### config.mk
export PLATFORM = sky130hd
export DESIGN_NAME = ddc
export DESIGN_NICKNAME = d
export VERILOG_FILES = /design/src/rtl/ddc_cfg_pkg.sv /design/src/rtl/ddc_dsp_pkg.sv /design/src/rtl/ddc.sv /design/src/rtl/ddc_fir_decimator.sv /design/src/rtl/ddc_nco_mixer.sv /design/src/rtl/ddc_tap_buffer.sv
export VERILOG_INCLUDE_DIRS = /design/src /design/src/include
export SDC_FILE = /design/constraint.sdc
export NUM_CORES = 2
export LEC_CHECK = 0
export BUFFER_PORTS_ARGS = -buffer_cell sky130_fd_sc_hd__buf_4
export CAP_MARGIN = 20
export CORE_MARGIN = 2
export CORE_UTILIZATION = 34
export CTS_CLUSTER_SIZE = 14
export DETAILED_ROUTE_END_ITERATION = 8
export PLACE_DENSITY = 0.58
export SETUP_SLACK_MARGIN = 0.15
export SYNTH_ARGS = -nofsm -noshare
export SYNTH_HDL_FRONTEND = slang
export SYNTH_SLANG_ARGS = --single-unit
### constraint.sdc
create_clock -name clk_i -period 11.7 [get_ports clk_i]
set_clock_uncertainty 0.1 [all_clocks]
set_input_delay 0.585 -clock clk_i [delete_from_list [all_inputs] [get_ports clk_i]]
set_output_delay 0.585 -clock clk_i [all_outputs]
set_load 0.02 [all_outputs]
### src/include/ddc_sincos_lut.svh
// Entry a holds sin(a * pi / 128) scaled by 32767
// Other quadrants come from mirroring the address and flipping the sign
localparam logic signed [TRIG_WIDTH-1:0] SINE_LUT [LUT_DEPTH] = '{
    // 0 .. 15
        0,   804,  1608,  2410,
     3212,  4011,  4808,  5602,
     6393,  7179,  7962,  8739,
     9512, 10278, 11039, 11793,
    // 16 .. 31
    12539, 13279, 14010, 14732,
    15446, 16151, 16846, 17530,
    18204, 18868, 19519, 20159,
    20787, 21403, 22005, 22594,
    // 32 .. 47
    23170, 23732, 24279, 24812,
    25329, 25832, 26319, 26790,
    27245, 27684, 28105, 28510,
    28898, 29268, 29621, 29956,
    // 48 .. 63
    30273, 30571, 30852, 31113,
    31356, 31580, 31785, 31971,
    32138, 32285, 32412, 32521,
    32609, 32678, 32728, 32757
};

### src/rtl/ddc_cfg_pkg.sv
package ddc_cfg_pkg;

    // ======================================================================
    // Datapath sizes
    // ======================================================================

    localparam int DATA_WIDTH = 16;     // One I or Q component
    localparam int COEF_WIDTH = 18;     // Signed filter coefficient
    localparam int TRIG_WIDTH = 16;     // Signed sine/cosine, full scale 32767

    // ======================================================================
    // Oscillator
    // ======================================================================

    localparam int PHASE_WIDTH = 14;

    // Top phase bits select quadrant, next ones address the table
    localparam int QUAD_WIDTH     = 2;
    localparam int LUT_ADDR_WIDTH = 6;
    localparam int LUT_DEPTH      = 2 ** LUT_ADDR_WIDTH;

    // ======================================================================
    // Filter and rate
    // ======================================================================

    localparam int TAP_NUM = 8;

    // Decimation factor, 0 behaves like 1
    localparam int DEC_WIDTH = 4;

endpackage

### src/rtl/ddc_dsp_pkg.sv
package ddc_dsp_pkg;

    import ddc_cfg_pkg::*;

    typedef logic signed [DATA_WIDTH-1:0] sample_t;

    typedef struct packed {
        sample_t i;
        sample_t q;
    } iq_t;

    // Entry 0 holds the newest sample
    typedef iq_t [TAP_NUM-1:0] iq_hist_t;

    typedef enum logic {
        ROUND_TRUNC   = 1'b0,
        ROUND_HALF_UP = 1'b1
    } round_mode_t;

    // ======================================================================
    // Scaling
    // ======================================================================

    localparam int MIX_SHIFT = 15;
    localparam int FIR_SHIFT = 17;

    // Wide enough for the full filter sum
    localparam int ACC_WIDTH = 40;

    localparam logic signed [ACC_WIDTH-1:0] SAT_MAX = (2 ** (DATA_WIDTH - 1)) - 1;
    localparam logic signed [ACC_WIDTH-1:0] SAT_MIN = -(2 ** (DATA_WIDTH - 1));

    // Symmetric low-pass, taps sum to 2**17 for unity DC gain
    localparam logic signed [COEF_WIDTH-1:0] FIR_COEF [TAP_NUM] = '{
        2048, 8192, 20480, 34816, 34816, 20480, 8192, 2048
    };

    // Shift right with optional half-LSB bias, then clip to sample_t
    function automatic sample_t round_sat(
        input logic signed [ACC_WIDTH-1:0] value,
        input int unsigned                 shift,
        input round_mode_t                 mode
    );
        logic signed [ACC_WIDTH-1:0] half;
        logic signed [ACC_WIDTH-1:0] shifted;
        half = ACC_WIDTH'(1) << (shift - 1);
        if (mode == ROUND_HALF_UP) begin
            shifted = (value + half) >>> shift;
        end else begin
            shifted = value >>> shift;
        end
        if (shifted > SAT_MAX) begin
            return sample_t'(SAT_MAX);
        end
        if (shifted < SAT_MIN) begin
            return sample_t'(SAT_MIN);
        end
        return sample_t'(shifted);
    endfunction

endpackage

### src/rtl/ddc.sv
`timescale 1ns/1ps

module ddc
    import ddc_cfg_pkg::*;
    import ddc_dsp_pkg::*;
(
    input  logic                   clk_i,
    input  logic                   rst_n_i,
    input  logic                   en_i,
    input  round_mode_t            round_type_i,
    input  logic [DEC_WIDTH-1:0]   decimation_i,
    input  logic [PHASE_WIDTH-1:0] phase_inc_i,
    input  logic [PHASE_WIDTH-1:0] phase_offset_i,
    input  logic                   tvalid_i,
    input  iq_t                    tdata_i,
    output logic                   tvalid_o,
    output iq_t                    tdata_o
);

    logic     mix_valid;
    iq_t      mix_data;
    logic     hist_valid;
    iq_hist_t hist_data;

    // ======================================================================
    // NCO and mixer, two cycles
    // ======================================================================

    ddc_nco_mixer u_mixer (
        .clk_i         (clk_i),
        .rst_n_i       (rst_n_i),
        .en_i          (en_i),
        .round_type_i  (round_type_i),
        .phase_inc_i   (phase_inc_i),
        .phase_offset_i(phase_offset_i),
        .valid_i       (tvalid_i),
        .data_i        (tdata_i),
        .valid_o       (mix_valid),
        .data_o        (mix_data)
    );

    ddc_tap_buffer u_tap_buffer (
        .clk_i  (clk_i),
        .rst_n_i(rst_n_i),
        .en_i   (en_i),
        .valid_i(mix_valid),
        .data_i (mix_data),
        .valid_o(hist_valid),
        .hist_o (hist_data)
    );

    // ======================================================================
    // Decimating filter
    // ======================================================================

    ddc_fir_decimator u_fir (
        .clk_i       (clk_i),
        .rst_n_i     (rst_n_i),
        .en_i        (en_i),
        .round_type_i(round_type_i),
        .decimation_i(decimation_i),
        .valid_i     (hist_valid),
        .hist_i      (hist_data),
        .valid_o     (tvalid_o),
        .data_o      (tdata_o)
    );

endmodule

### src/rtl/ddc_fir_decimator.sv
`timescale 1ns/1ps

module ddc_fir_decimator
    import ddc_cfg_pkg::*;
    import ddc_dsp_pkg::*;
(
    input  logic                 clk_i,
    input  logic                 rst_n_i,
    input  logic                 en_i,
    input  round_mode_t          round_type_i,
    input  logic [DEC_WIDTH-1:0] decimation_i,
    input  logic                 valid_i,
    input  iq_hist_t             hist_i,
    output logic                 valid_o,
    output iq_t                  data_o
);

    // ======================================================================
    // Decimation counter
    // ======================================================================

    logic [DEC_WIDTH-1:0] dec_cnt_q;
    logic [DEC_WIDTH-1:0] dec_eff;
    logic [DEC_WIDTH:0]   cnt_next;
    logic                 group_done;

    assign dec_eff    = (decimation_i == '0) ? DEC_WIDTH'(1) : decimation_i;
    assign cnt_next   = dec_cnt_q + 1'b1;
    assign group_done = (cnt_next >= {1'b0, dec_eff});   // Also covers a factor lowered mid-group

    always_ff @(posedge clk_i) begin
        if (!rst_n_i) begin
            dec_cnt_q <= '0;
        end else if (en_i && valid_i) begin
            if (group_done) begin
                dec_cnt_q <= '0;
            end else begin
                dec_cnt_q <= cnt_next[DEC_WIDTH-1:0];
            end
        end
    end

    // ======================================================================
    // Multiply-accumulate
    // ======================================================================

    logic signed [ACC_WIDTH-1:0] acc_i;
    logic signed [ACC_WIDTH-1:0] acc_q;

    // All taps in parallel, one window per cycle
    always_comb begin
        acc_i = '0;
        acc_q = '0;
        for (int k = 0; k < TAP_NUM; k++) begin
            acc_i = acc_i + hist_i[k].i * FIR_COEF[k];
            acc_q = acc_q + hist_i[k].q * FIR_COEF[k];
        end
    end

    // ======================================================================
    // Output register
    // ======================================================================

    logic out_valid_q;
    iq_t  out_data_q;

    always_ff @(posedge clk_i) begin
        if (!rst_n_i) begin
            out_valid_q <= 1'b0;
        end else if (en_i) begin
            out_valid_q <= valid_i & group_done;
        end
    end

    always_ff @(posedge clk_i) begin
        if (en_i && valid_i && group_done) begin
            out_data_q.i <= round_sat(acc_i, FIR_SHIFT, round_type_i);
            out_data_q.q <= round_sat(acc_q, FIR_SHIFT, round_type_i);
        end
    end

    assign valid_o = out_valid_q & en_i;    // Held result shows again once enabled
    assign data_o  = out_data_q;

endmodule

### src/rtl/ddc_nco_mixer.sv
`timescale 1ns/1ps

module ddc_nco_mixer
    import ddc_cfg_pkg::*;
    import ddc_dsp_pkg::*;
(
    input  logic                   clk_i,
    input  logic                   rst_n_i,
    input  logic                   en_i,
    input  round_mode_t            round_type_i,
    input  logic [PHASE_WIDTH-1:0] phase_inc_i,
    input  logic [PHASE_WIDTH-1:0] phase_offset_i,
    input  logic                   valid_i,
    input  iq_t                    data_i,
    output logic                   valid_o,
    output iq_t                    data_o
);

    `include "ddc_sincos_lut.svh"

    localparam logic signed [TRIG_WIDTH-1:0] TRIG_MAX = (2 ** (TRIG_WIDTH - 1)) - 1;
    localparam int ADDR_MSB = PHASE_WIDTH - QUAD_WIDTH - 1;

    // Quarter-wave lookup, odd quadrants read the table backwards
    function automatic logic signed [TRIG_WIDTH-1:0] quarter_sine(
        input logic [QUAD_WIDTH-1:0]     quad,
        input logic [LUT_ADDR_WIDTH-1:0] addr
    );
        logic [LUT_ADDR_WIDTH-1:0]    mirror;
        logic signed [TRIG_WIDTH-1:0] mag;
        mirror = ~addr + 1'b1;
        if (quad[0]) begin
            mag = (addr == '0) ? TRIG_MAX : SINE_LUT[mirror];   // Peak is not in table
        end else begin
            mag = SINE_LUT[addr];
        end
        return quad[1] ? -mag : mag;
    endfunction

    // ======================================================================
    // Phase and lookup
    // ======================================================================

    logic [PHASE_WIDTH-1:0]    phase_acc_q;
    logic [PHASE_WIDTH-1:0]    phase;
    logic [QUAD_WIDTH-1:0]     quad;
    logic [LUT_ADDR_WIDTH-1:0] addr;

    assign phase = phase_acc_q + phase_offset_i;
    assign quad  = phase[PHASE_WIDTH-1 -: QUAD_WIDTH];
    assign addr  = phase[ADDR_MSB -: LUT_ADDR_WIDTH];

    logic                         s1_valid_q;
    iq_t                          s1_data_q;
    logic signed [TRIG_WIDTH-1:0] s1_sin_q;
    logic signed [TRIG_WIDTH-1:0] s1_cos_q;

    logic s2_valid_q;
    iq_t  s2_data_q;

    always_ff @(posedge clk_i) begin
        if (!rst_n_i) begin
            phase_acc_q <= '0;
            s1_valid_q  <= 1'b0;
            s2_valid_q  <= 1'b0;
        end else if (en_i) begin
            s1_valid_q <= valid_i;
            s2_valid_q <= s1_valid_q;
            if (valid_i) begin
                phase_acc_q <= phase_acc_q + phase_inc_i;   // Next sample's phase
            end
        end
    end

    // ======================================================================
    // Rotation
    // ======================================================================

    logic signed [2*DATA_WIDTH:0] rot_i;
    logic signed [2*DATA_WIDTH:0] rot_q;

    assign rot_i = s1_data_q.i * s1_cos_q + s1_data_q.q * s1_sin_q;
    assign rot_q = s1_data_q.q * s1_cos_q - s1_data_q.i * s1_sin_q;

    always_ff @(posedge clk_i) begin
        if (en_i) begin
            if (valid_i) begin
                s1_data_q <= data_i;
                s1_sin_q  <= quarter_sine(quad, addr);
                s1_cos_q  <= quarter_sine(quad + 1'b1, addr);   // Cos leads by a quadrant
            end
            if (s1_valid_q) begin
                s2_data_q.i <= round_sat(rot_i, MIX_SHIFT, round_type_i);
                s2_data_q.q <= round_sat(rot_q, MIX_SHIFT, round_type_i);
            end
        end
    end

    assign valid_o = s2_valid_q & en_i;
    assign data_o  = s2_data_q;

endmodule

### src/rtl/ddc_tap_buffer.sv
`timescale 1ns/1ps

module ddc_tap_buffer
    import ddc_cfg_pkg::*;
    import ddc_dsp_pkg::*;
(
    input  logic     clk_i,
    input  logic     rst_n_i,
    input  logic     en_i,
    input  logic     valid_i,
    input  iq_t      data_i,
    output logic     valid_o,
    output iq_hist_t hist_o
);

    // ======================================================================
    // Tap history
    // ======================================================================

    iq_hist_t hist_q;
    logic     valid_q;

    // Shift in one sample per accept
    always_ff @(posedge clk_i) begin
        if (!rst_n_i) begin
            hist_q  <= '0;
            valid_q <= 1'b0;
        end else if (en_i) begin
            valid_q <= valid_i;     // One strobe per new window
            if (valid_i) begin
                hist_q <= {hist_q[TAP_NUM-2:0], data_i};   // Oldest entry drops out
            end
        end
    end

    assign valid_o = valid_q & en_i;
    assign hist_o  = hist_q;

endmodule

==> impl_results.md <==
* Crit path time final at 10.31 ns
* Syn avg cell area at 8.98 sq um
* FMAX at 97.0 MHz
* R2r endpoint: u_mixer.data_o[11]
* FF-to-FF Start: u_mixer.s1_data_q[19]
* Status: finished clean
* Worst-Margin Slew at 1.15 ns
* Met3 Use GR at 2.50%
* Worst path most repeated cell: fa_1
* Syn Inst Count at 8639
* H-tree Lvls at 2
* Initial core utilization at 34.2%
* CTS tree: done
* TritonCTS Buffers at 55
* Hold depth at 1
* Top delay family on crit path: adder cells
* Layout area overhead at 7.79%
* Die area at 232000 sq um
* Most Crowded Layer GR: met2
* Reg2Reg Depth at 27
* Vias at 57800
* Grt total ovfl at 0
* Critical Path End Type: flip-flop
* Post-Syn Nets at 10800
* Final ANT Viol Nets at 0
* DRT iter0 DRCs at 3979
* DR pass1 iterations at 6
* PortBufs at 101
* Slew Limit Fails at 0
* CP required at 12.02 ns
* Met1 Usage GRT at 25.8%
* Synth unique cells at 105
* Critical Path Stages at 27
* Min-delay src: tdata_i[5]
* Most frequent cells in the layout: inv_1 (1719), fa_1 (1397), nand2_1 (1182)
* Worst endpoint data arrival time at 10.63 ns
* Rel. slew slack at 23.3%
* Core area at 227000 sq um
* Final setup violation count at 0
* Pin count of the biggest net entering global routing at 178
* Synth async-reset ratio at 0%
* Max_cap viols at 0
* RSZ-0062 raised after global routing: false
* I/O Pins at 102
* Slowest cell on crit path: edfxtp_1
* Clk_lat worst skew at 0.72 ns
* Crit path buffers/inverters at 5
* Synth Cell Area at 77600 sq um
* Clk Tree Root Cell: clkbuf_16
* GR Util All Layers at 18.9%
* Die Height at 482 microns
* Crit Path Max Fanout at 21
* Fraction of layout cells with a size suffix above 1 at 4.24%
* Post-synth EDFFs at 128
* CP startpoint kind: flip-flop
* Worst-path clk slew at 0.07 ns
* Met2 usage in global routing at 31.0%
* Post-synthesis sequential area ratio at 12.1%
* Final net count at 10700
* DRT Wirelength at 215 mm
* Setup CP Type: flip-flop to flip-flop
* CP max stage delay at 0.77 ns
* Synth Warn # at 0
* Worst hold path class: input pin to flip-flop
* Final period utilization at 88.1%
* Vias per inst at 4.99
* Final Hold Fails at 0
* Initial antenna violation count at 7
* Post-DR wirelength/cell at 18.5 microns
* Final HPWL DP at 172 mm
* Vias in the first global route at 61600
* Drt drc at 0
* Final Wtd Congestion at 0.893
* Setup TNS at 0 ns
* # rows at 175
* Die W at 482 microns
* Commonest non-fill, non-tap cell in the layout: inv_1
* #FFs+latches synth at 406
* Clock Path Buffers at 3
* First-pass GRT wire length at 346 mm
* Setup Fix Bufs, Post-CTS at 0
* Clock sink count at 406
* Resized cells post-CTS at 0
* Hold EP: u_mixer.s1_data_q[5]
* Reg-to-reg slack, setup at 1.39 ns
* Ys flop type: dfxtp_1
-- area by class of cell --
class | instances | area [sq um]
flip-flops and latches | 406 | 9410
inverters | 1723 | 6470
clock inverters | 33 | 395
multi-input cells | 6110 | 60200
well taps | 3009 | 3760
fillers | 23000 | 143000
clock buffers | 70 | 1460
diodes | 1 | 2.50
repair buffers | 243 | 1920
-- state kept, by name (all words and copies together) (netlist names) --
signal	count
u_mixer.s1_sin_q	16
u_fir.out_valid_q	1
u_mixer.phase_acc_q	14
u_mixer.s1_cos_q	16
u_mixer.s1_valid_q	1
u_tap_buffer.hist_o	256
u_fir.dec_cnt_q	4
u_mixer.data_o	32
u_mixer.s1_data_q	32
u_mixer.s2_valid_q	1
u_tap_buffer.valid_q	1
u_fir.data_o	32
-- per-stage QoR --
stage,hold WS [ns],instances,area [sq um],util [%],worst slack (ns)
floorplan,0.343,8639,77600,-,2.59
global placement,0.355,11500,81500,35.9,1.33
detailed placement,0.362,11500,81500,35.9,0.987
CTS,0.000243,11600,83600,36.8,0.965
global route,0.0287,11600,83600,36.8,0.687
finish,0.0439,11600,83600,36.8,1.39
-- routing by layer --
metal	share of wire (%)	wire length [microns]	vias up
met5	0.010	22	-
met4	3.4	7260	4
met2	47	100000	1521
met3	5.8	12400	280
li1	-	-	26800
met1	44	94900	29200
-- repair_timing --
action	CTS	global route
endpoints found under the setup margin	0	0
hold buffers	26	0
hold endpoints to repair	26	0
-- worst max-delay path by stage --
stage | start | endpoint | slack (ns)
3_3_place_gp | u_mixer.s1_data_q[19] | u_mixer.data_o[5] | 1.33
5_1_grt | u_mixer.s1_data_q[19] | u_mixer.data_o[11] | 0.69
3_5_place_dp | u_mixer.s1_data_q[19] | u_mixer.data_o[11] | 0.99
4_1_cts | u_mixer.s1_data_q[19] | u_mixer.data_o[11] | 0.97
2_1_floorplan | u_mixer.s1_cos_q[2] | u_mixer.data_o[22] | 2.59
6_report | u_mixer.s1_data_q[19] | u_mixer.data_o[11] | 1.39
-- logic make-up after synthesis --
logic type / count (synthesis) / synth area share, %
flops: 406 / 12.1
xor+xnor: 348 / 3.94
compound gates: 1238 / 10.9
mux: 40 / 0.527
simple gates: 2362 / 14.5
fa+ha+maj: 2122 / 47.7
buf+inv: 2123 / 10.3
-- cell usage after synthesis, types with 12 or more instances --
master / instances / area share, %
xor2_1: 95 / 1.1
a21oi_1: 249 / 1.6
mux2i_1: 33 / 0.43
inv_1: 1719 / 8.3
edfxtp_1: 128 / 5.0
nor2b_1: 63 / 0.51
or3_1: 20 / 0.16
clkbuf_1: 363 / 1.8
a21o_1: 71 / 0.69
o31ai_1: 23 / 0.22
nand2_1: 1183 / 5.7
a211o_1: 12 / 0.14
nor3_1: 77 / 0.50
nor4_1: 23 / 0.19
nand3_1: 99 / 0.64
o21ai_0: 208 / 1.3
fa_1: 1397 / 36
a221oi_1: 17 / 0.19
dfxtp_1: 278 / 7.2
o211ai_1: 33 / 0.32
and2_1: 500 / 4.0
a211oi_1: 40 / 0.39
a21boi_0: 277 / 2.7
o22ai_1: 21 / 0.17
nand4_1: 29 / 0.23
buf_2: 26 / 0.17
or2_2: 12 / 0.097
ha_1: 723 / 12
nand3b_1: 12 / 0.12
xnor2_1: 252 / 2.8
o221ai_1: 15 / 0.17
nor2_1: 211 / 1.0
a32oi_1: 14 / 0.16
a31oi_1: 36 / 0.29
o21a_1: 28 / 0.27
and3_1: 26 / 0.21
o21bai_1: 63 / 0.61
nand2b_1: 55 / 0.44
Power is not shown: default switching activity piles up to over one toggle a cycle in this logic, so the estimate is an artifact.
